### config.mk
export PLATFORM = sky130hd
export DESIGN_NAME = dual_issue_frontend
export DESIGN_NICKNAME = d
export VERILOG_FILES = /design/src/verilog/core_cfg_pkg.sv /design/src/verilog/pipe_ctrl_pkg.sv /design/src/verilog/ifu.sv /design/src/verilog/id_lane.sv /design/src/verilog/hdu.sv /design/src/verilog/ctrl.sv /design/src/verilog/ex_unit.sv /design/src/verilog/dual_issue_frontend.sv
export SDC_FILE = /design/constraint.sdc
export NUM_CORES = 1
export LEC_CHECK = 0
export ABC_AREA = 1
export ABC_CLOCK_PERIOD_IN_PS = 8600
export BUFFER_PORTS_ARGS = -buffer_cell sky130_fd_sc_hd__buf_2
export CAP_MARGIN = 40
export CORE_AREA = 3 3 200 202
export CTS_CLUSTER_SIZE = 40
export DETAILED_ROUTE_END_ITERATION = 10
export DIE_AREA = 0 0 203 205
export SYNTH_ARGS = -nofsm -noshare
export SYNTH_HDL_FRONTEND = slang
export SYNTH_SLANG_ARGS = --single-unit
### constraint.sdc
create_clock -name clk -period 8.6 [get_ports clk]
set_input_delay 0.86 -clock clk [delete_from_list [all_inputs] [get_ports clk]]
set_output_delay 0.86 -clock clk [all_outputs]
set_load 0.01 [all_outputs]
### src/verilog/core_cfg_pkg.sv
package core_cfg_pkg;

    // instruction and address widths
    localparam int INST_ADDR_WIDTH = 32;
    localparam int INST_WIDTH      = 32;
    localparam int INST_BYTES      = INST_WIDTH / 8;
    localparam int REG_ADDR_WIDTH  = 5;
    // jal immediate incl. implied zero lsb
    localparam int JAL_OFF_WIDTH   = 21;

    // two sequential words per fetch
    localparam int NUM_LANES = 2;
    localparam logic [INST_ADDR_WIDTH-1:0] FETCH_STRIDE =
        INST_ADDR_WIDTH'(NUM_LANES * INST_BYTES);

    // start address and interrupt target
    localparam logic [INST_ADDR_WIDTH-1:0] RESET_PC = 32'h0000_0000;
    localparam logic [INST_ADDR_WIDTH-1:0] TRAP_VEC = 32'h0000_0100;

    // per-stage control bus layout
    localparam int CU_BUS_WIDTH      = 3;
    localparam int CU_STALL          = 0;
    localparam int CU_FLUSH          = 1;
    localparam int CU_STALL_DISPATCH = 2;

    // M extension marker in funct7
    localparam logic [6:0] FUNCT7_MULDIV = 7'b000_0001;

    // multi-cycle occupancy
    localparam int MULDIV_CYCLES   = 4;
    localparam int AMO_BUSY_CYCLES = 2;
    localparam int MD_CNT_WIDTH    = $clog2(MULDIV_CYCLES);
    localparam int AMO_CNT_WIDTH   = $clog2(AMO_BUSY_CYCLES + 1);

endpackage

### src/verilog/pipe_ctrl_pkg.sv
package pipe_ctrl_pkg;

    import core_cfg_pkg::*;

    // execution class after decode
    typedef enum logic [2:0] {
        OP_NOP,
        OP_ALU,
        OP_JAL,
        OP_MULDIV,
        OP_AMO
    } op_class_e;

    // bit k set means lane k issues
    typedef enum logic [1:0] {
        ISSUE_NONE  = 2'b00,
        ISSUE_LANE0 = 2'b01,
        ISSUE_LANE1 = 2'b10,
        ISSUE_BOTH  = 2'b11
    } issue_e;

    // rv32 major opcodes handled by decode
    typedef enum logic [6:0] {
        OPC_OP     = 7'b011_0011,
        OPC_OP_IMM = 7'b001_0011,
        OPC_LUI    = 7'b011_0111,
        OPC_AUIPC  = 7'b001_0111,
        OPC_JAL    = 7'b110_1111,
        OPC_AMO    = 7'b010_1111
    } rv_opcode_e;

    typedef struct packed {
        logic                       valid;
        logic [INST_ADDR_WIDTH-1:0] pc;
        logic [INST_WIDTH-1:0]      inst;
    } fetch_pkt_t;

    typedef struct packed {
        logic                      valid;
        logic [INST_ADDR_WIDTH-1:0] pc;
        op_class_e                 op;
        logic [REG_ADDR_WIDTH-1:0] rd;
        logic [REG_ADDR_WIDTH-1:0] rs1;
        logic [REG_ADDR_WIDTH-1:0] rs2;
        logic                      writes_rd;
        logic [JAL_OFF_WIDTH-1:0]  jal_off;
    } dec_inst_t;

    // msb first, so stall lands on bit CU_STALL
    typedef struct packed {
        logic stall_dispatch;
        logic flush;
        logic stall;
    } stage_ctrl_t;

    typedef struct packed {
        logic                       valid;
        logic [INST_ADDR_WIDTH-1:0] pc;
        op_class_e                  op;
    } retire_t;

endpackage

### src/verilog/ifu.sv
`timescale 1ns/1ps

module ifu (
    input  logic clk,
    input  logic rst_i,

    // from ctrl
    input  pipe_ctrl_pkg::stage_ctrl_t                     fetch_ctrl_i,
    input  logic                                           jump_flag_i,
    input  logic [core_cfg_pkg::INST_ADDR_WIDTH-1:0]       jump_addr_i,

    // interrupt redirect
    input  logic                                           irq_i,

    // instruction memory
    output logic [core_cfg_pkg::INST_ADDR_WIDTH-1:0]       fetch_addr_o,
    input  logic [core_cfg_pkg::NUM_LANES*core_cfg_pkg::INST_WIDTH-1:0] fetch_data_i,

    // to decode lanes
    output pipe_ctrl_pkg::fetch_pkt_t fetch_pkt_o [core_cfg_pkg::NUM_LANES]
);

    import core_cfg_pkg::*;

    logic [INST_ADDR_WIDTH-1:0] pc_q;

    // pc update
    // irq beats jump, jump beats stall
    always_ff @(posedge clk) begin
        if (rst_i) begin
            pc_q <= RESET_PC;
        end else if (irq_i) begin
            pc_q <= TRAP_VEC;
        end else if (jump_flag_i) begin
            pc_q <= jump_addr_i;
        end else if (!fetch_ctrl_i.stall) begin
            pc_q <= pc_q + FETCH_STRIDE;
        end
    end

    assign fetch_addr_o = pc_q;

    // split fetch word, lane k gets word k
    always_comb begin
        for (int k = 0; k < NUM_LANES; k++) begin
            // flushed fetch is dropped, redirect target comes next cycle
            fetch_pkt_o[k].valid = ~fetch_ctrl_i.flush;
            fetch_pkt_o[k].pc    = pc_q + INST_ADDR_WIDTH'(k * INST_BYTES);
            fetch_pkt_o[k].inst  = fetch_data_i[k*INST_WIDTH +: INST_WIDTH];
        end
    end

endmodule

### src/verilog/id_lane.sv
`timescale 1ns/1ps

module id_lane (
    input  logic clk,
    input  logic rst_i,

    // from ctrl
    input  pipe_ctrl_pkg::stage_ctrl_t lane_ctrl_i,

    // from ifu
    input  pipe_ctrl_pkg::fetch_pkt_t  fetch_pkt_i,

    // to hdu and ex
    output pipe_ctrl_pkg::dec_inst_t   dec_o
);

    import core_cfg_pkg::*;
    import pipe_ctrl_pkg::*;

    fetch_pkt_t pkt_q;
    rv_opcode_e opcode;
    logic [6:0] funct7;

    // lane register
    // flush wins over stall, payload only moves on load
    always_ff @(posedge clk) begin
        if (rst_i) begin
            pkt_q.valid <= 1'b0;
        end else if (lane_ctrl_i.flush) begin
            pkt_q.valid <= 1'b0;
        end else if (!lane_ctrl_i.stall) begin
            pkt_q <= fetch_pkt_i;
        end
    end

    // field decode
    always_comb begin
        opcode = rv_opcode_e'(pkt_q.inst[6:0]);
        funct7 = pkt_q.inst[31:25];

        dec_o.valid = pkt_q.valid;
        dec_o.pc    = pkt_q.pc;
        dec_o.rd    = pkt_q.inst[11:7];
        // source fields only where the format has them
        dec_o.rs1   = '0;
        dec_o.rs2   = '0;
        // j-type immediate, lsb always zero
        dec_o.jal_off = {pkt_q.inst[31], pkt_q.inst[19:12], pkt_q.inst[20],
                         pkt_q.inst[30:21], 1'b0};

        case (opcode)
            OPC_OP: begin
                dec_o.op  = (funct7 == FUNCT7_MULDIV) ? OP_MULDIV : OP_ALU;
                dec_o.rs1 = pkt_q.inst[19:15];
                dec_o.rs2 = pkt_q.inst[24:20];
            end
            OPC_OP_IMM: begin
                dec_o.op  = OP_ALU;
                dec_o.rs1 = pkt_q.inst[19:15];
            end
            // upper immediates read no register
            OPC_LUI, OPC_AUIPC: begin
                dec_o.op = OP_ALU;
            end
            OPC_JAL: begin
                dec_o.op = OP_JAL;
            end
            // address in rs1, store data in rs2
            OPC_AMO: begin
                dec_o.op  = OP_AMO;
                dec_o.rs1 = pkt_q.inst[19:15];
                dec_o.rs2 = pkt_q.inst[24:20];
            end
            default: begin
                dec_o.op = OP_NOP;
            end
        endcase

        // x0 is never a real destination
        dec_o.writes_rd = (dec_o.op != OP_NOP) && (dec_o.rd != '0);
    end

endmodule

### src/verilog/hdu.sv
`timescale 1ns/1ps

module hdu (
    // from decode lanes
    input  pipe_ctrl_pkg::dec_inst_t dec_i [core_cfg_pkg::NUM_LANES],

    // from ex
    input  logic                     amo_busy_i,

    // to ctrl
    output pipe_ctrl_pkg::issue_e    issue_o
);

    import pipe_ctrl_pkg::*;

    logic lane0_vld;
    logic lane1_vld;
    logic lane0_serial;
    logic lane1_serial;
    logic raw_dep;
    logic amo_block;

    assign lane0_vld = dec_i[0].valid;
    assign lane1_vld = dec_i[1].valid;

    // classes that must go through execute alone
    assign lane0_serial = lane0_vld && (dec_i[0].op inside {OP_JAL, OP_MULDIV, OP_AMO});
    assign lane1_serial = lane1_vld && (dec_i[1].op inside {OP_JAL, OP_MULDIV, OP_AMO});

    // lane 1 source matches lane 0 destination
    assign raw_dep = lane0_vld && lane1_vld && dec_i[0].writes_rd &&
                     ((dec_i[1].rs1 == dec_i[0].rd) || (dec_i[1].rs2 == dec_i[0].rd));

    // oldest waiting instruction is an amo while the last one is still busy
    // lane 1 counts as oldest once lane 0 has drained
    assign amo_block = amo_busy_i &&
                       ((lane0_vld && (dec_i[0].op == OP_AMO)) ||
                        (!lane0_vld && lane1_vld && (dec_i[1].op == OP_AMO)));

    // first matching rule wins
    always_comb begin
        if (amo_block) begin
            issue_o = ISSUE_NONE;
        end else if (!lane0_vld && lane1_vld) begin
            // leftover lane 1 after a single issue
            issue_o = ISSUE_LANE1;
        end else if (raw_dep || lane0_serial || lane1_serial) begin
            issue_o = ISSUE_LANE0;
        end else begin
            // also taken with both lanes empty so fetch keeps moving
            issue_o = ISSUE_BOTH;
        end
    end

endmodule

### src/verilog/ctrl.sv
`timescale 1ns/1ps

module ctrl (
    // from ex
    input  logic                                     jump_flag_i,
    input  logic [core_cfg_pkg::INST_ADDR_WIDTH-1:0] jump_addr_i,
    input  logic                                     stall_flag_ex_i,

    // interrupt flush
    input  logic                                     flush_flag_clint_i,

    // from hdu
    input  pipe_ctrl_pkg::issue_e                    issue_inst_hdu_i,

    // fetch, lane 0, lane 1
    output pipe_ctrl_pkg::stage_ctrl_t               stall_flag_o,
    output pipe_ctrl_pkg::stage_ctrl_t               stall_flag1_o,
    output pipe_ctrl_pkg::stage_ctrl_t               stall_flag2_o,

    // to ifu
    output logic                                     jump_flag_o,
    output logic [core_cfg_pkg::INST_ADDR_WIDTH-1:0] jump_addr_o
);

    import core_cfg_pkg::*;
    import pipe_ctrl_pkg::*;

    logic stall_hdu_if;
    logic stall_hdu_id1;
    logic stall_hdu_id2;
    logic flush_hdu_id1;
    logic flush_hdu_id2;
    logic redirect;
    logic dispatch_block;

    logic [CU_BUS_WIDTH-1:0] if_bus;
    logic [CU_BUS_WIDTH-1:0] id1_bus;
    logic [CU_BUS_WIDTH-1:0] id2_bus;

    // issue code to per-stage hold and drain
    // an issued lane is flushed, a waiting lane held
    always_comb begin
        stall_hdu_if  = 1'b0;
        stall_hdu_id1 = 1'b0;
        stall_hdu_id2 = 1'b0;
        flush_hdu_id1 = 1'b0;
        flush_hdu_id2 = 1'b0;
        case (issue_inst_hdu_i)
            ISSUE_NONE: begin
                stall_hdu_if  = 1'b1;
                stall_hdu_id1 = 1'b1;
                stall_hdu_id2 = 1'b1;
            end
            ISSUE_LANE0: begin
                stall_hdu_if  = 1'b1;
                stall_hdu_id2 = 1'b1;
                flush_hdu_id1 = 1'b1;
            end
            ISSUE_LANE1: begin
                stall_hdu_if  = 1'b1;
                stall_hdu_id1 = 1'b1;
                flush_hdu_id2 = 1'b1;
            end
            ISSUE_BOTH: begin
                stall_hdu_if  = 1'b0;
            end
            default: begin
                stall_hdu_if  = 1'b1;
            end
        endcase
    end

    // no redirect while a muldiv holds execute
    assign jump_addr_o = jump_addr_i;
    assign jump_flag_o = jump_flag_i & ~stall_flag_ex_i;

    // jump or interrupt drains fetch and both lanes
    assign redirect = jump_flag_o | flush_flag_clint_i;

    // nothing enters execute while it is busy or the lanes are being dropped
    assign dispatch_block = stall_flag_ex_i | redirect;

    assign if_bus[CU_STALL]          = stall_flag_ex_i | (stall_hdu_if & ~jump_flag_i);
    assign if_bus[CU_FLUSH]          = redirect;
    assign if_bus[CU_STALL_DISPATCH] = dispatch_block;

    // issue flush only counts when the lane really moved into execute
    assign id1_bus[CU_STALL]          = stall_flag_ex_i | (stall_hdu_id1 & ~jump_flag_i);
    assign id1_bus[CU_FLUSH]          = redirect | (flush_hdu_id1 & ~stall_flag_ex_i);
    assign id1_bus[CU_STALL_DISPATCH] = dispatch_block;

    assign id2_bus[CU_STALL]          = stall_flag_ex_i | (stall_hdu_id2 & ~jump_flag_i);
    assign id2_bus[CU_FLUSH]          = redirect | (flush_hdu_id2 & ~stall_flag_ex_i);
    assign id2_bus[CU_STALL_DISPATCH] = dispatch_block;

    assign stall_flag_o  = stage_ctrl_t'(if_bus);
    assign stall_flag1_o = stage_ctrl_t'(id1_bus);
    assign stall_flag2_o = stage_ctrl_t'(id2_bus);

endmodule

### src/verilog/ex_unit.sv
`timescale 1ns/1ps

module ex_unit (
    input  logic clk,
    input  logic rst_i,

    // from decode lanes and ctrl
    input  pipe_ctrl_pkg::dec_inst_t   dec_i       [core_cfg_pkg::NUM_LANES],
    input  pipe_ctrl_pkg::stage_ctrl_t lane_ctrl_i [core_cfg_pkg::NUM_LANES],

    // to ctrl
    output logic                                     stall_ex_o,
    output logic                                     jump_req_o,
    output logic [core_cfg_pkg::INST_ADDR_WIDTH-1:0] jump_addr_o,

    // to hdu
    output logic                                     amo_busy_o,

    // retire records
    output pipe_ctrl_pkg::retire_t retire_o [core_cfg_pkg::NUM_LANES]
);

    import core_cfg_pkg::*;
    import pipe_ctrl_pkg::*;

    dec_inst_t               ex_q [NUM_LANES];
    logic [NUM_LANES-1:0]    take;
    logic                    md_enter;
    logic                    amo_enter;
    logic [MD_CNT_WIDTH-1:0]  md_cnt_q;
    logic [AMO_CNT_WIDTH-1:0] amo_cnt_q;

    // lanes released by ctrl this cycle
    always_comb begin
        md_enter  = 1'b0;
        amo_enter = 1'b0;
        for (int k = 0; k < NUM_LANES; k++) begin
            take[k] = dec_i[k].valid & ~lane_ctrl_i[k].stall & ~lane_ctrl_i[k].stall_dispatch;
            if (take[k] && (dec_i[k].op == OP_MULDIV)) begin
                md_enter = 1'b1;
            end
            if (take[k] && (dec_i[k].op == OP_AMO)) begin
                amo_enter = 1'b1;
            end
        end
    end

    // execute slots, frozen while muldiv runs
    always_ff @(posedge clk) begin
        if (rst_i) begin
            for (int k = 0; k < NUM_LANES; k++) begin
                ex_q[k].valid <= 1'b0;
            end
        end else if (!stall_ex_o) begin
            for (int k = 0; k < NUM_LANES; k++) begin
                ex_q[k]       <= dec_i[k];
                ex_q[k].valid <= take[k];
            end
        end
    end

    // muldiv down-counter
    // loaded on entry, execute held until it reaches zero
    always_ff @(posedge clk) begin
        if (rst_i) begin
            md_cnt_q <= '0;
        end else if (md_enter) begin
            md_cnt_q <= MD_CNT_WIDTH'(MULDIV_CYCLES - 1);
        end else if (md_cnt_q != '0) begin
            md_cnt_q <= md_cnt_q - 1'b1;
        end
    end

    assign stall_ex_o = (md_cnt_q != '0);

    // amo busy window, runs free of the execute stall
    always_ff @(posedge clk) begin
        if (rst_i) begin
            amo_cnt_q <= '0;
        end else if (amo_enter) begin
            amo_cnt_q <= AMO_CNT_WIDTH'(AMO_BUSY_CYCLES);
        end else if (amo_cnt_q != '0) begin
            amo_cnt_q <= amo_cnt_q - 1'b1;
        end
    end

    assign amo_busy_o = (amo_cnt_q != '0);

    // jal target, jal always sits alone in execute
    always_comb begin
        jump_req_o  = 1'b0;
        jump_addr_o = '0;
        for (int k = NUM_LANES - 1; k >= 0; k--) begin
            if (ex_q[k].valid && (ex_q[k].op == OP_JAL)) begin
                jump_req_o  = 1'b1;
                jump_addr_o = ex_q[k].pc +
                    {{(INST_ADDR_WIDTH-JAL_OFF_WIDTH){ex_q[k].jal_off[JAL_OFF_WIDTH-1]}},
                     ex_q[k].jal_off};
            end
        end
    end

    // retire once the slot is no longer held
    always_comb begin
        for (int k = 0; k < NUM_LANES; k++) begin
            retire_o[k].valid = ex_q[k].valid & ~stall_ex_o;
            retire_o[k].pc    = ex_q[k].pc;
            retire_o[k].op    = ex_q[k].op;
        end
    end

endmodule

### src/verilog/dual_issue_frontend.sv
`timescale 1ns/1ps

module dual_issue_frontend (
    input  logic clk,
    input  logic rst_i,
    input  logic irq_i,

    // instruction memory
    output logic [core_cfg_pkg::INST_ADDR_WIDTH-1:0] fetch_addr_o,
    input  logic [core_cfg_pkg::NUM_LANES*core_cfg_pkg::INST_WIDTH-1:0] fetch_data_i,

    // retire records
    output pipe_ctrl_pkg::retire_t retire_o [core_cfg_pkg::NUM_LANES]
);

    import core_cfg_pkg::*;
    import pipe_ctrl_pkg::*;

    // stage control from ctrl
    stage_ctrl_t fetch_ctrl;
    stage_ctrl_t lane_ctrl [NUM_LANES];

    // datapath between stages
    fetch_pkt_t  fetch_pkt [NUM_LANES];
    dec_inst_t   dec       [NUM_LANES];
    issue_e      issue;

    // ex to ctrl and hdu
    logic                       stall_ex;
    logic                       jump_req;
    logic [INST_ADDR_WIDTH-1:0] jump_req_addr;
    logic                       amo_busy;

    // ctrl to ifu
    logic                       jump_flag;
    logic [INST_ADDR_WIDTH-1:0] jump_addr;

    ifu u_ifu (
        .clk          (clk),
        .rst_i        (rst_i),
        .fetch_ctrl_i (fetch_ctrl),
        .jump_flag_i  (jump_flag),
        .jump_addr_i  (jump_addr),
        .irq_i        (irq_i),
        .fetch_addr_o (fetch_addr_o),
        .fetch_data_i (fetch_data_i),
        .fetch_pkt_o  (fetch_pkt)
    );

    // one decode lane per fetched word
    for (genvar k = 0; k < NUM_LANES; k++) begin : g_lane
        id_lane u_id_lane (
            .clk         (clk),
            .rst_i       (rst_i),
            .lane_ctrl_i (lane_ctrl[k]),
            .fetch_pkt_i (fetch_pkt[k]),
            .dec_o       (dec[k])
        );
    end

    hdu u_hdu (
        .dec_i      (dec),
        .amo_busy_i (amo_busy),
        .issue_o    (issue)
    );

    // irq doubles as the interrupt flush
    ctrl u_ctrl (
        .jump_flag_i        (jump_req),
        .jump_addr_i        (jump_req_addr),
        .stall_flag_ex_i    (stall_ex),
        .flush_flag_clint_i (irq_i),
        .issue_inst_hdu_i   (issue),
        .stall_flag_o       (fetch_ctrl),
        .stall_flag1_o      (lane_ctrl[0]),
        .stall_flag2_o      (lane_ctrl[1]),
        .jump_flag_o        (jump_flag),
        .jump_addr_o        (jump_addr)
    );

    ex_unit u_ex_unit (
        .clk         (clk),
        .rst_i       (rst_i),
        .dec_i       (dec),
        .lane_ctrl_i (lane_ctrl),
        .stall_ex_o  (stall_ex),
        .jump_req_o  (jump_req),
        .jump_addr_o (jump_req_addr),
        .amo_busy_o  (amo_busy),
        .retire_o    (retire_o)
    );

endmodule

==> results of run 1 <==
-- layer usage --
layer  vias up  global-route usage [%]  wire (µm)
li1       6040                       -          -
met1      5665                   27.65      19580
met2       273                   34.70      20450
met3        60                   3.051       1932
met4         0                   5.494       1246
met5         -                       0          0
-- sequential cells by signal, indices dropped and copies added, names as in the netlist, named ones only --
register	cells
u_ex_unit.md_cnt_q	2
u_ifu.fetch_addr_o	29
g_lane.u_id_lane.dec_o	111
u_ex_unit.amo_cnt_q	2
g_lane.u_id_lane.opcode	14
u_ex_unit.ex_q	112
-- power by group --
part | total (W) | internal (W) | switching [W]
clock | 0.00133 | 0.000784 | 0.000548
sequential | 0.00204 | 0.00182 | 0.000221
combinational | 0.00205 | 0.000649 | 0.00140
-- synth_stat cells, types with 3 or more instances --
library cell and number:
clkbuf_1 22, inv_2 3, inv_1 241, nor4_1 7
nand2_1 281, nand3_1 86, a31oi_1 7, nand2_4 4
a21o_1 12, nand3b_1 5, a21boi_0 3, o21ai_1 9
dfxtp_1 38, o211ai_1 4, buf_4 103, edfxtp_1 235
a211oi_2 3, nor3_1 25, or2_2 13, o21ai_0 119
o21bai_1 3, a21oi_1 150, buf_1 4, xnor2_1 10
o211ai_2 3, nand4_1 26, nor2_1 230, xor2_1 39
ha_1 63, buf_2 3, nor2_2 5, nand2_2 3
-- worst paths after layout --
| path | from | endpoint | slack (ns) | cells past startpoint |
|---|---|---|---|---|
| min reg2reg | u_ex_unit.amo_cnt_q[0] | u_ex_unit.amo_cnt_q[0] | 0.44 | 1 |
| max | u_ex_unit.ex_q[0][36] | g_lane[0].u_id_lane.dec_o[68] | 5.02 | 9 |
| max reg2reg | u_ex_unit.ex_q[0][36] | g_lane[0].u_id_lane.dec_o[68] | 5.02 | 9 |
| min | u_ex_unit.amo_cnt_q[0] | u_ex_unit.amo_cnt_q[0] | 0.44 | 1 |
-- per-stage QoR --
| step | worst slack (ns) | total power (W) | instances | hold slack [ns] |
|---|---|---|---|---|
| after floorplan | 1.894 | 0.003602 | 1785 | 0.4114 |
| after global placement | 5.048 | 0.004100 | 2341 | 0.4301 |
| after detailed placement | 5.044 | 0.004123 | 2341 | 0.4311 |
| after CTS | 5.008 | 0.005480 | 2399 | 0.4205 |
| after global routing | 4.756 | 0.005835 | 2399 | 0.4222 |
| final | 5.020 | 0.005426 | 2399 | 0.4414 |
-- placed cells by master, fill, tap and decap left out, types with 5 or more instances in the layout --
master and n:
o21ai_1 9, nand3_1 86, xnor2_1 10, a21oi_1 150
clkbuf_16 31, or2_2 13, a21o_1 12, nor2_1 229
clkbuf_1 7, nor3_1 25, inv_2 5, buf_2 165
dfxtp_1 38, buf_4 8, nor4_1 7, clkinv_2 6
nand3b_1 5, inv_1 238, edfxtp_1 235, nand2_1 281
ha_1 63, xor2_1 39, a31oi_1 7, nand4_1 26
o21ai_0 119
-- kinds of logic after synthesis --
family	Yosys count	synth area share [%]
and+or+nand+nor	693	18.99
buffers and inverters	381	11.82
AOI/OAI and AO/OA	324	11.29
DFF	273	49.88
adders and majority gates	65	5.285
xor gates and xnor gates	49	2.738
-- area by class of cell --
cell class	count	share of cell area, %
repair buffers	173	5.112
multi-input cells	1131	34.72
clock buffers	41	4.867
inverters	246	5.365
clock inverters	17	1.083
well taps	518	3.740
flip-flops and latches	273	45.12
-- worst register-to-register path: stages, from the launching register on --
cell      delay, ns
edfxtp_1       0.39
nor2_1         0.12
and3_1         0.65
inv_2          0.40
nand2_1        0.14
inv_1          0.11
a21oi_2        0.24
nand4_1        0.19
inv_2          0.27
buf_4          0.64
==> impl_metrics.py, run 1 <==
metrics = {
    "sta": {
        "min_period_ns": 3.580,
        "fmax_mhz": 279.3,
        "setup_viol": 0,
        "drv_slew": 0,
        "final_hold_viol_count": 0,
        "rsz0062_at_grt": "no",
        "min_period_over_period_pct": 41.63,
        "worstMarginPinSlew_ns": 0.7913,
        "slew_headroom_pct": 47.24,
        "setup_tns_ns": 0,
        "clock-skew-final_ns": 0.01096,
    },
    "route": {
        "wl_per_cell_um": 18.01,
        "drt_iter0_markers": 824,
        "drt_pass1_iterations": 5,
        "wirelength_um": 43210,
        "drcViolationCount": 0,
        "via_count": 12038,
        "vias_per_cell": 5.018,
        "antenna_left": 0,
    },
    "clock_network": {
        "clk_pin_slew_worst_paths_ns": 0.06,
        "clock_latency_ns": 0.58,
        "cts_hold_buf": 0,
        "post_cts_buffers": 0,
        "htreeDepth": 1,
        "cts_buffers": 31,
        "cts_tree": "done",
        "post_cts_resized": 0,
        "ctsRootBufferMaster": "clkbuf_16",
        "cts_buffer_depth": 3,
        "cts_sinks": 273,
    },
    "synthesis": {
        "synth_edf_count": 235,
        "synth_seq_cells": 273,
        "yosysTopAreaCell": "edfxtp_1",
        "ys_async_sr_fraction_pct": 0,
        "synth_cell_types": 53,
        "yosysTopAreaCellShare_pct": 45.03,
        "synth-main-ff-cell": "edfxtp_1",
        "syn_area_mm2": 0.01567,
        "postSynthCellCount": 1785,
        "synth_top_cells_by_area": "edfxtp_1 45%, nand2_1 6.7%, inv_1 5.8%",
        "seq_area_frac_synth_pct": 49.88,
        "syn_nets": 1917,
        "synth.avg_cell_area_um2": 8.780,
        "yosysWarnings": 0,
    },
    "floorplanning": {
        "fp.coreArea_mm2": 0.03847,
        "die_w_um": 203,
        "start_util_pct": 40.74,
        "dieArea_mm2": 0.04162,
        "io_pins": 171,
        "die_y_um": 205,
        "rows": 72,
    },
    "pwr": {
        "leakagePower_nw": 7.380,
        "vdd_ir_drop_max_v": 0.0001829,
        "p_per_area_mw_per_mm2": 313.2,
    },
    "cells_and_area": {
        "multiInputGateArea_mm2": 0.006016,
        "drive_gt1_share_pct": 14.19,
        "syn_to_final_growth_pct": 10.56,
        "final_util_pct": 45.05,
        "finalNetCount": 1988,
        "regArea_mm2": 0.007818,
        "stdcell_area_mm2": 0.01733,
        "fillers": 3886,
        "n_antenna_cell": 0,
    },
    "setup_path": {
        "critical_path_required_ns": 8.80,
        "crit_slowest_cell": "and3_1",
        "path_buf_inv": 4,
        "start_kind": "register",
        "cp_common_cell": "inv_2",
        "arrival_ns": 3.78,
        "cp_max_fo": 53,
        "cp-end-kind": "register",
        "crit_chain": "nor2_1, and3_1, inv_2, nand2_1, inv_1, a21oi_2, nand4_1, inv_2, buf_4",
        "worstSetupPathType": "register to register",
        "critPathTopFamily": "buffers and inverters",
        "critPathMaxStageDelay_ns": 0.65,
    },
    "placement": {
        "dp_hpwl_um": 33420,
        "port_buffers": 165,
        "globalplace.congestion": 0.9034,
        "placed_cell_area_mm2": 0.01630,
    },
    "global_routing": {
        "grt_pass1_vias": 11659,
        "grt_max_degree": 60,
        "grt_usage_pct": 20.52,
        "grt_overflow": 0,
        "grt_first_pass_wirelength_um": 66520,
        "antenna_found_initial": 0,
    },
    "outcome": {
        "status": "completed",
    },
    "hold_path": {
        "hold_class": "register to register",
    },
    "job": {
        "maxCapViolCount": 0,
    },
}
(Power assumes the default switching activity.)
==> inputs of run 2 (changes only) <==
- ABC_AREA: 1 -> 0
- ABC_CLOCK_PERIOD_IN_PS: 8600 -> 3000
- CORE_AREA: 3 3 200 202 -> 3 3 195 197
- DIE_AREA: 0 0 203 205 -> 0 0 198 200
- clock period: 8.6 -> 3 ns (I/O delays scaled with it)
==> run 2 against run 1 <==
Global-route usage down 1.3 points. First-iteration DRC count decreased by 1.7%. Combinational power grew to 3.5 times the previous value. Sequential power increased to 2.8 times the previous value.
==> impl_metrics.py, run 2 <==
metrics = {
    "route": {
        "drt_pass1_iterations": 5,
        "via_count": 10641,
        "vias_per_cell": 5.326,
        "drcViolationCount": 0,
        "wl_per_cell_um": 19.46,
        "antenna_left": 0,
        "wirelength_um": 38870,
        "drt_iter0_markers": 810,
    },
    "synthesis": {
        "synth-main-ff-cell": "edfxtp_1",
        "postSynthCellCount": 1310,
        "synth_top_cells_by_area": "edfxtp_1 48%, ha_1 5.3%, buf_4 5.2%",
        "syn_nets": 1442,
        "ys_async_sr_fraction_pct": 0,
        "syn_area_mm2": 0.01481,
        "synthTopCellsByCount": "235 x edfxtp_1, 117 x and2_1, 103 x buf_4",
        "yosysTopAreaCell": "edfxtp_1",
        "yosysMostFrequentCell": "edfxtp_1",
        "synth_seq_cells": 273,
        "synth_cell_types": 78,
        "synth_edf_count": 235,
        "synth.avg_cell_area_um2": 11.30,
        "yosysWarnings": 0,
        "yosysTopAreaCellShare_pct": 47.66,
        "seq_area_frac_synth_pct": 52.80,
    },
    "placement": {
        "globalplace.congestion": 0.9329,
        "port_buffers": 165,
        "dp_hpwl_um": 29430,
        "placed_cell_area_mm2": 0.01603,
    },
    "floorplanning": {
        "start_util_pct": 40.64,
        "fp.coreArea_mm2": 0.03643,
        "io_pins": 171,
        "die_w_um": 198,
        "die_y_um": 200,
        "dieArea_mm2": 0.03960,
        "rows": 70,
    },
    "global_routing": {
        "grt_overflow": 0,
        "grt_max_degree": 53,
        "grt_first_pass_wirelength_um": 58970,
        "antenna_found_initial": 0,
        "grt_pass1_vias": 10613,
        "grt_usage_pct": 19.25,
    },
    "sta": {
        "slew_headroom_pct": 63.02,
        "rsz0062_at_grt": "yes",
        "setup_tns_ns": 0,
        "final_hold_viol_count": 0,
        "fmax_mhz": 341.7,
        "clock-skew-final_ns": 0.02132,
        "min_period_ns": 2.926,
        "setup_viol": 0,
        "worstMarginPinSlew_ns": 0.5547,
        "hold_slack_ns": 0.1181,
        "min_period_over_period_pct": 97.54,
        "drv_slew": 0,
    },
    "cells_and_area": {
        "n_antenna_cell": 0,
        "multiInputGateArea_mm2": 0.006136,
        "syn_to_final_growth_pct": 19.88,
        "drive_gt1_share_pct": 21.83,
        "largest_reg_flops": 112,
        "regArea_mm2": 0.007818,
        "layout_common_cells": "235 x edfxtp_1, 165 x buf_2, 117 x and2_1",
        "top_register": "u_ex_unit.ex_q",
        "fillers": 3337,
        "stdcell_area_mm2": 0.01775,
        "layout_commonest_cell": "edfxtp_1",
        "finalNetCount": 1638,
    },
    "setup_path": {
        "critical_path_required_ns": 3.43,
        "crit_slowest_cell": "edfxtp_1",
        "cp_max_fo": 3,
        "worstSetupPathType": "register to register",
        "cp-end-kind": "register",
        "r2r_setup_slack_ns": 0.07,
        "cp-endpoint": "u_ifu.fetch_addr_o[29]",
        "arrival_ns": 3.35,
        "cp_common_cell": "o21a_1",
        "reg2reg_depth": 12,
        "crit_start": "u_ex_unit.ex_q[0][40]",
        "critPathMaxStageDelay_ns": 0.41,
        "r2r_end": "u_ifu.fetch_addr_o[29]",
        "crit_chain": "ha_1, inv_1, fa_1, nand2b_1, a21oi_2, o21a_1, o31a_1, o21a_1, o41ai_4, xnor2_2, a221oi_1, a211oi_1",
        "start_kind": "register",
        "r2r-start": "u_ex_unit.ex_q[0][40]",
    },
    "clock_network": {
        "clock_latency_ns": 0.58,
        "cts_sinks": 273,
        "clk_pin_slew_worst_paths_ns": 0.07,
        "cts_tree": "done",
        "htreeDepth": 1,
        "cts_buffers": 30,
        "cts_buffer_depth": 3,
        "ctsRootBufferMaster": "clkbuf_16",
    },
    "outcome": {
        "status": "completed",
    },
    "job": {
        "maxCapViolCount": 0,
    },
    "pwr": {
        "leakagePower_nw": 6.903,
        "vdd_ir_drop_max_v": 0.0005291,
        "p_per_area_mw_per_mm2": 938.8,
    },
    "hold_path": {
        "hold_class": "primary input to register",
        "hp-start": "irq_i",
    },
}
[run 2: routing by layer]
| layer | global-route usage, % | up-vias | part of all wire [%] |
|---|---|---|---|
| met5 | 0 | - | 0 |
| met4 | 6.396 | 0 | 3.5 |
| met3 | 3.206 | 72 | 4.9 |
| met2 | 33.84 | 289 | 49 |
| met1 | 24.34 | 5109 | 42 |
| li1 | - | 5171 | - |
[run 2: worst min-delay path by stage]
stage / to / slack, ns / cells after the start
finish: u_ifu.fetch_addr_o[8] / 0.12 / 3
global route: u_ifu.fetch_addr_o[8] / 0.14 / 3
CTS: u_ifu.fetch_addr_o[8] / 0.07 / 3
detailed placement: u_ex_unit.amo_cnt_q[0] / 0.44 / 1
global placement: u_ex_unit.amo_cnt_q[0] / 0.44 / 1
floorplan: g_lane[0].u_id_lane.dec_o[10] / 0.40 / 0
[run 2: cells by family after synthesis]
family | Yosys count | synth area share, %
buffers and inverters | 161 | 6.710
AOI/OAI and AO/OA | 279 | 12.81
and+or+nand+nor | 424 | 15.65
adders and majority gates | 65 | 5.595
xor gates and xnor gates | 104 | 6.152
muxes | 4 | 0.2789
DFF | 273 | 52.80
[run 2: cell type report]
cell class | count | area share (%)
timing repair buffer | 308 | 12.18
clock buffer | 33 | 4.293
sequential | 273 | 44.04
inverter | 17 | 0.3877
tap | 468 | 3.299
multi-input combinational | 876 | 34.57
clock inverter | 23 | 1.227
[run 2: through the flow]
stage / std cells / power [W] / setup WS (ns) / util [%]
2_1_floorplan: 1310 / 0.01064 / -0.02444 / -
3_3_place_gp: 1880 / 0.01269 / -0.1080 / 44.01
3_5_place_dp: 1880 / 0.01277 / -0.1810 / 44.01
4_1_cts: 1996 / 0.01662 / 0.007322 / 48.42
5_1_grt: 1998 / 0.01767 / -0.06077 / 48.72
6_report: 1998 / 0.01666 / 0.07366 / 48.72
[run 2: where the power goes]
group,switching (W),internal [W]
combinational,0.00427,0.00300
clock,0.00151,0.00216
sequential,0.000498,0.00522
[run 2: repair_timing]
| item | CTS | global route |
|---|---|---|
| resized for setup | 7 | 20 |
| pin swaps | 1 | 10 |
| hold buffers | 60 | 0 |
| setup buffers | 0 | 2 |
| endpoints found under the setup margin | 6 | 15 |
| endpoints found under the hold margin | 62 | 0 |
[run 2: worst max-delay path: cells and delay by family (launching register included)]
family,cells,cell delay [ns]
AO/OA/AOI/OAI,7,1.57
flip-flops,1,0.41
buffers and inverters,1,0.07
adder cells (fa/ha/maj),2,0.44
XOR/XNOR,1,0.13
AND/OR/NAND/NOR,1,0.15
==> inputs of run 3 (changes only) <==
- CORE_AREA: 3 3 195 197 -> 2 2 194 196
- DIE_AREA: 0 0 198 200 -> 0 0 196 198
==> run 3 against run 2 <==
Sequential power up 0.7%. Cell count up 0.20%. Global-route usage up 0.20 points. Worst hold slack worse by 0.017 ns. Worst setup slack better by 0.058 ns. Maximum frequency up 2.0%. Largest cell class unchanged. Non-clock buffer count unchanged. Final area up 0.61%. First-iteration DRC count down 17%.
==> impl_metrics.py, run 3 (same netlist as run 2, synthesis figures left out) <==
metrics = {
    "setup_path": {
        "r2r-start": "u_ex_unit.ex_q[1][40]",
        "r2r_end": "u_ifu.fetch_addr_o[29]",
        "reg2reg_depth": 12,
        "start_kind": "register",
        "worstSetupPathType": "register to register",
        "crit_slowest_cell": "edfxtp_1",
        "cp_max_fo": 2,
        "arrival_ns": 3.30,
        "cp-end-kind": "register",
        "critical_path_required_ns": 3.44,
        "critPathTopFamily": "compound AO/OA/AOI/OAI gates",
        "path_buf_inv": 1,
        "crit_chain": "ha_2, fa_2, a211oi_4, o21ai_2, nand3_1, a21oi_1, o41ai_2, buf_4, o21bai_1, xor2_1, a221oi_1, a211oi_1",
        "r2r_setup_slack_ns": 0.13,
        "critPathMaxStageDelay_ns": 0.39,
    },
    "cells_and_area": {
        "syn_to_final_growth_pct": 20.61,
        "layout_common_cells": "235 x edfxtp_1, 165 x buf_2, 117 x and2_1",
        "final_util_pct": 48.32,
        "n_antenna_cell": 0,
        "finalNetCount": 1638,
        "top_register": "u_ex_unit.ex_q",
        "fillers": 3354,
        "multiInputGateArea_mm2": 0.006188,
        "largest_reg_flops": 112,
        "drive_gt1_share_pct": 22.51,
        "regArea_mm2": 0.007818,
        "layout_commonest_cell": "edfxtp_1",
    },
    "route": {
        "antenna_left": 0,
        "vias_per_cell": 5.334,
        "drt_iter0_markers": 671,
        "via_count": 10679,
        "drt_pass1_iterations": 5,
        "drcViolationCount": 0,
        "wirelength_um": 38380,
        "wl_per_cell_um": 19.17,
    },
    "floorplanning": {
        "die_y_um": 198,
        "rows": 71,
        "start_util_pct": 40.06,
        "dieArea_mm2": 0.03881,
        "die_w_um": 196,
        "fp.coreArea_mm2": 0.03696,
        "io_pins": 171,
    },
    "sta": {
        "fmax_mhz": 348.6,
        "min_period_ns": 2.868,
        "clock-skew-final_ns": 0.02063,
        "min_period_over_period_pct": 95.61,
        "setup_viol": 0,
        "worstMarginPinSlew_ns": 0.5631,
        "drv_slew": 0,
        "slew_headroom_pct": 62.46,
        "final_hold_viol_count": 0,
    },
    "pwr": {
        "p_int_w": 0.01059,
        "combPwrFrac_pct": 42.7,
        "switchingPower_w": 0.006264,
        "leakagePower_nw": 6.925,
        "seqPwrFrac_pct": 34.2,
        "p_clk_share_pct": 23.1,
        "vdd_ir_drop_max_v": 0.0005203,
        "p_sw_share_pct": 37.17,
        "p_per_area_mw_per_mm2": 943.9,
        "power_w": 0.01686,
    },
    "global_routing": {
        "grt_pass1_vias": 10428,
        "grt_first_pass_wirelength_um": 57840,
        "antenna_found_initial": 0,
        "grt_overflow": 0,
        "grt_max_degree": 61,
        "grt_usage_pct": 19.45,
    },
    "outcome": {
        "status": "completed",
    },
    "clock_network": {
        "cts_sinks": 273,
        "htreeDepth": 1,
        "cts_buffer_depth": 3,
        "clock_latency_ns": 0.60,
        "clk_pin_slew_worst_paths_ns": 0.06,
        "cts_buffers": 30,
        "ctsRootBufferMaster": "clkbuf_16",
        "cts_tree": "done",
    },
    "placement": {
        "dp_hpwl_um": 28780,
        "port_buffers": 165,
        "globalplace.congestion": 0.9229,
    },
    "hold_path": {
        "min_to": "u_ifu.fetch_addr_o[8]",
        "hold_class": "primary input to register",
        "hp-start": "irq_i",
        "hold_depth": 3,
    },
    "job": {
        "maxCapViolCount": 0,
    },
}
-- run 3: worst max path at each step --
| stage | from | end | slack (ns) | cells after the start |
|---|---|---|---|---|
| final | u_ex_unit.ex_q[1][40] | u_ifu.fetch_addr_o[29] | 0.13 | 12 |
| after global routing | u_ex_unit.ex_q[0][48] | u_ifu.fetch_addr_o[30] | -0.03 | 10 |
| after CTS | u_ex_unit.ex_q[1][40] | u_ifu.fetch_addr_o[13] | 0.01 | 12 |
| after detailed placement | u_ex_unit.ex_q[1][40] | u_ifu.fetch_addr_o[29] | -0.15 | 12 |
| after global placement | u_ex_unit.ex_q[1][40] | u_ifu.fetch_addr_o[29] | -0.10 | 12 |
| after floorplan | g_lane[0].u_id_lane.dec_o[36] | g_lane[0].u_id_lane.dec_o[10] | -0.02 | 7 |
-- run 3: worst register-to-register path, stage by stage, from the launching register on --
cell      delay [ns]
edfxtp_1        0.39
ha_2            0.20
fa_2            0.39
a211oi_4        0.28
o21ai_2         0.09
nand3_1         0.17
a21oi_1         0.13
o41ai_2         0.34
buf_4           0.18
o21bai_1        0.08
xor2_1          0.15
a221oi_1        0.24
a211oi_1        0.08
-- run 3: power groups by stage --
stage / Clock [W] / Sequential (W) / Combinational (W)
after floorplan: 0 / 0.00564 / 0.00499
after global placement: 0 / 0.00582 / 0.00683
after detailed placement: 0 / 0.00584 / 0.00688
after CTS: 0.00398 / 0.00577 / 0.00702
after global routing: 0.00415 / 0.00585 / 0.00789
final: 0.00389 / 0.00576 / 0.00721
-- run 3: per-stage QoR --
| step | hold slack, ns | instance area, µm² | instances | worst slack, ns | TNS (ns) |
|---|---|---|---|---|---|
| 6_report | 0.1006 | 17860 | 2002 | 0.1316 | 0 |
| 5_1_grt | 0.1207 | 17860 | 2002 | -0.03323 | -0.07687 |
| 4_1_cts | 0.06329 | 17680 | 1999 | 0.01175 | 0 |
| 3_5_place_dp | 0.4429 | 16020 | 1885 | -0.1484 | -0.4274 |
| 3_3_place_gp | 0.4324 | 16020 | 1885 | -0.1004 | -0.2101 |
| 2_1_floorplan | 0.3989 | 14820 | 1310 | -0.02444 | -1.564 |
-- run 3: area by class of cell --
cell class	instances	area share [%]
Tap cell	474	3.321
Timing Repair Buffer	308	12.04
Sequential cell	273	43.78
Inverter	17	0.3854
Multi-Input combinational cell	876	34.66
Clock inverter	14	1.352
Clock buffer	40	4.470
-- run 3: what timing repair did --
action / 4_1_cts / 5_1_grt
endpoints found under the setup margin: 7 / 15
pin swaps: 0 / 18
hold endpoints to repair: 64 / 0
resized for setup: 5 / 36
buffers inserted: 0 / 3
hold buffers: 60 / 0
-- run 3: per-layer routing --
| layer | global-route usage [%] | vias to the layer above | part of all wire, % |
|---|---|---|---|
| met1 | 24.69 | 5109 | 42 |
| met5 | 0 | - | 0 |
| met2 | 33.89 | 321 | 49 |
| li1 | - | 5174 | - |
| met4 | 6.538 | 0 | 3.3 |
| met3 | 3.083 | 75 | 5.5 |
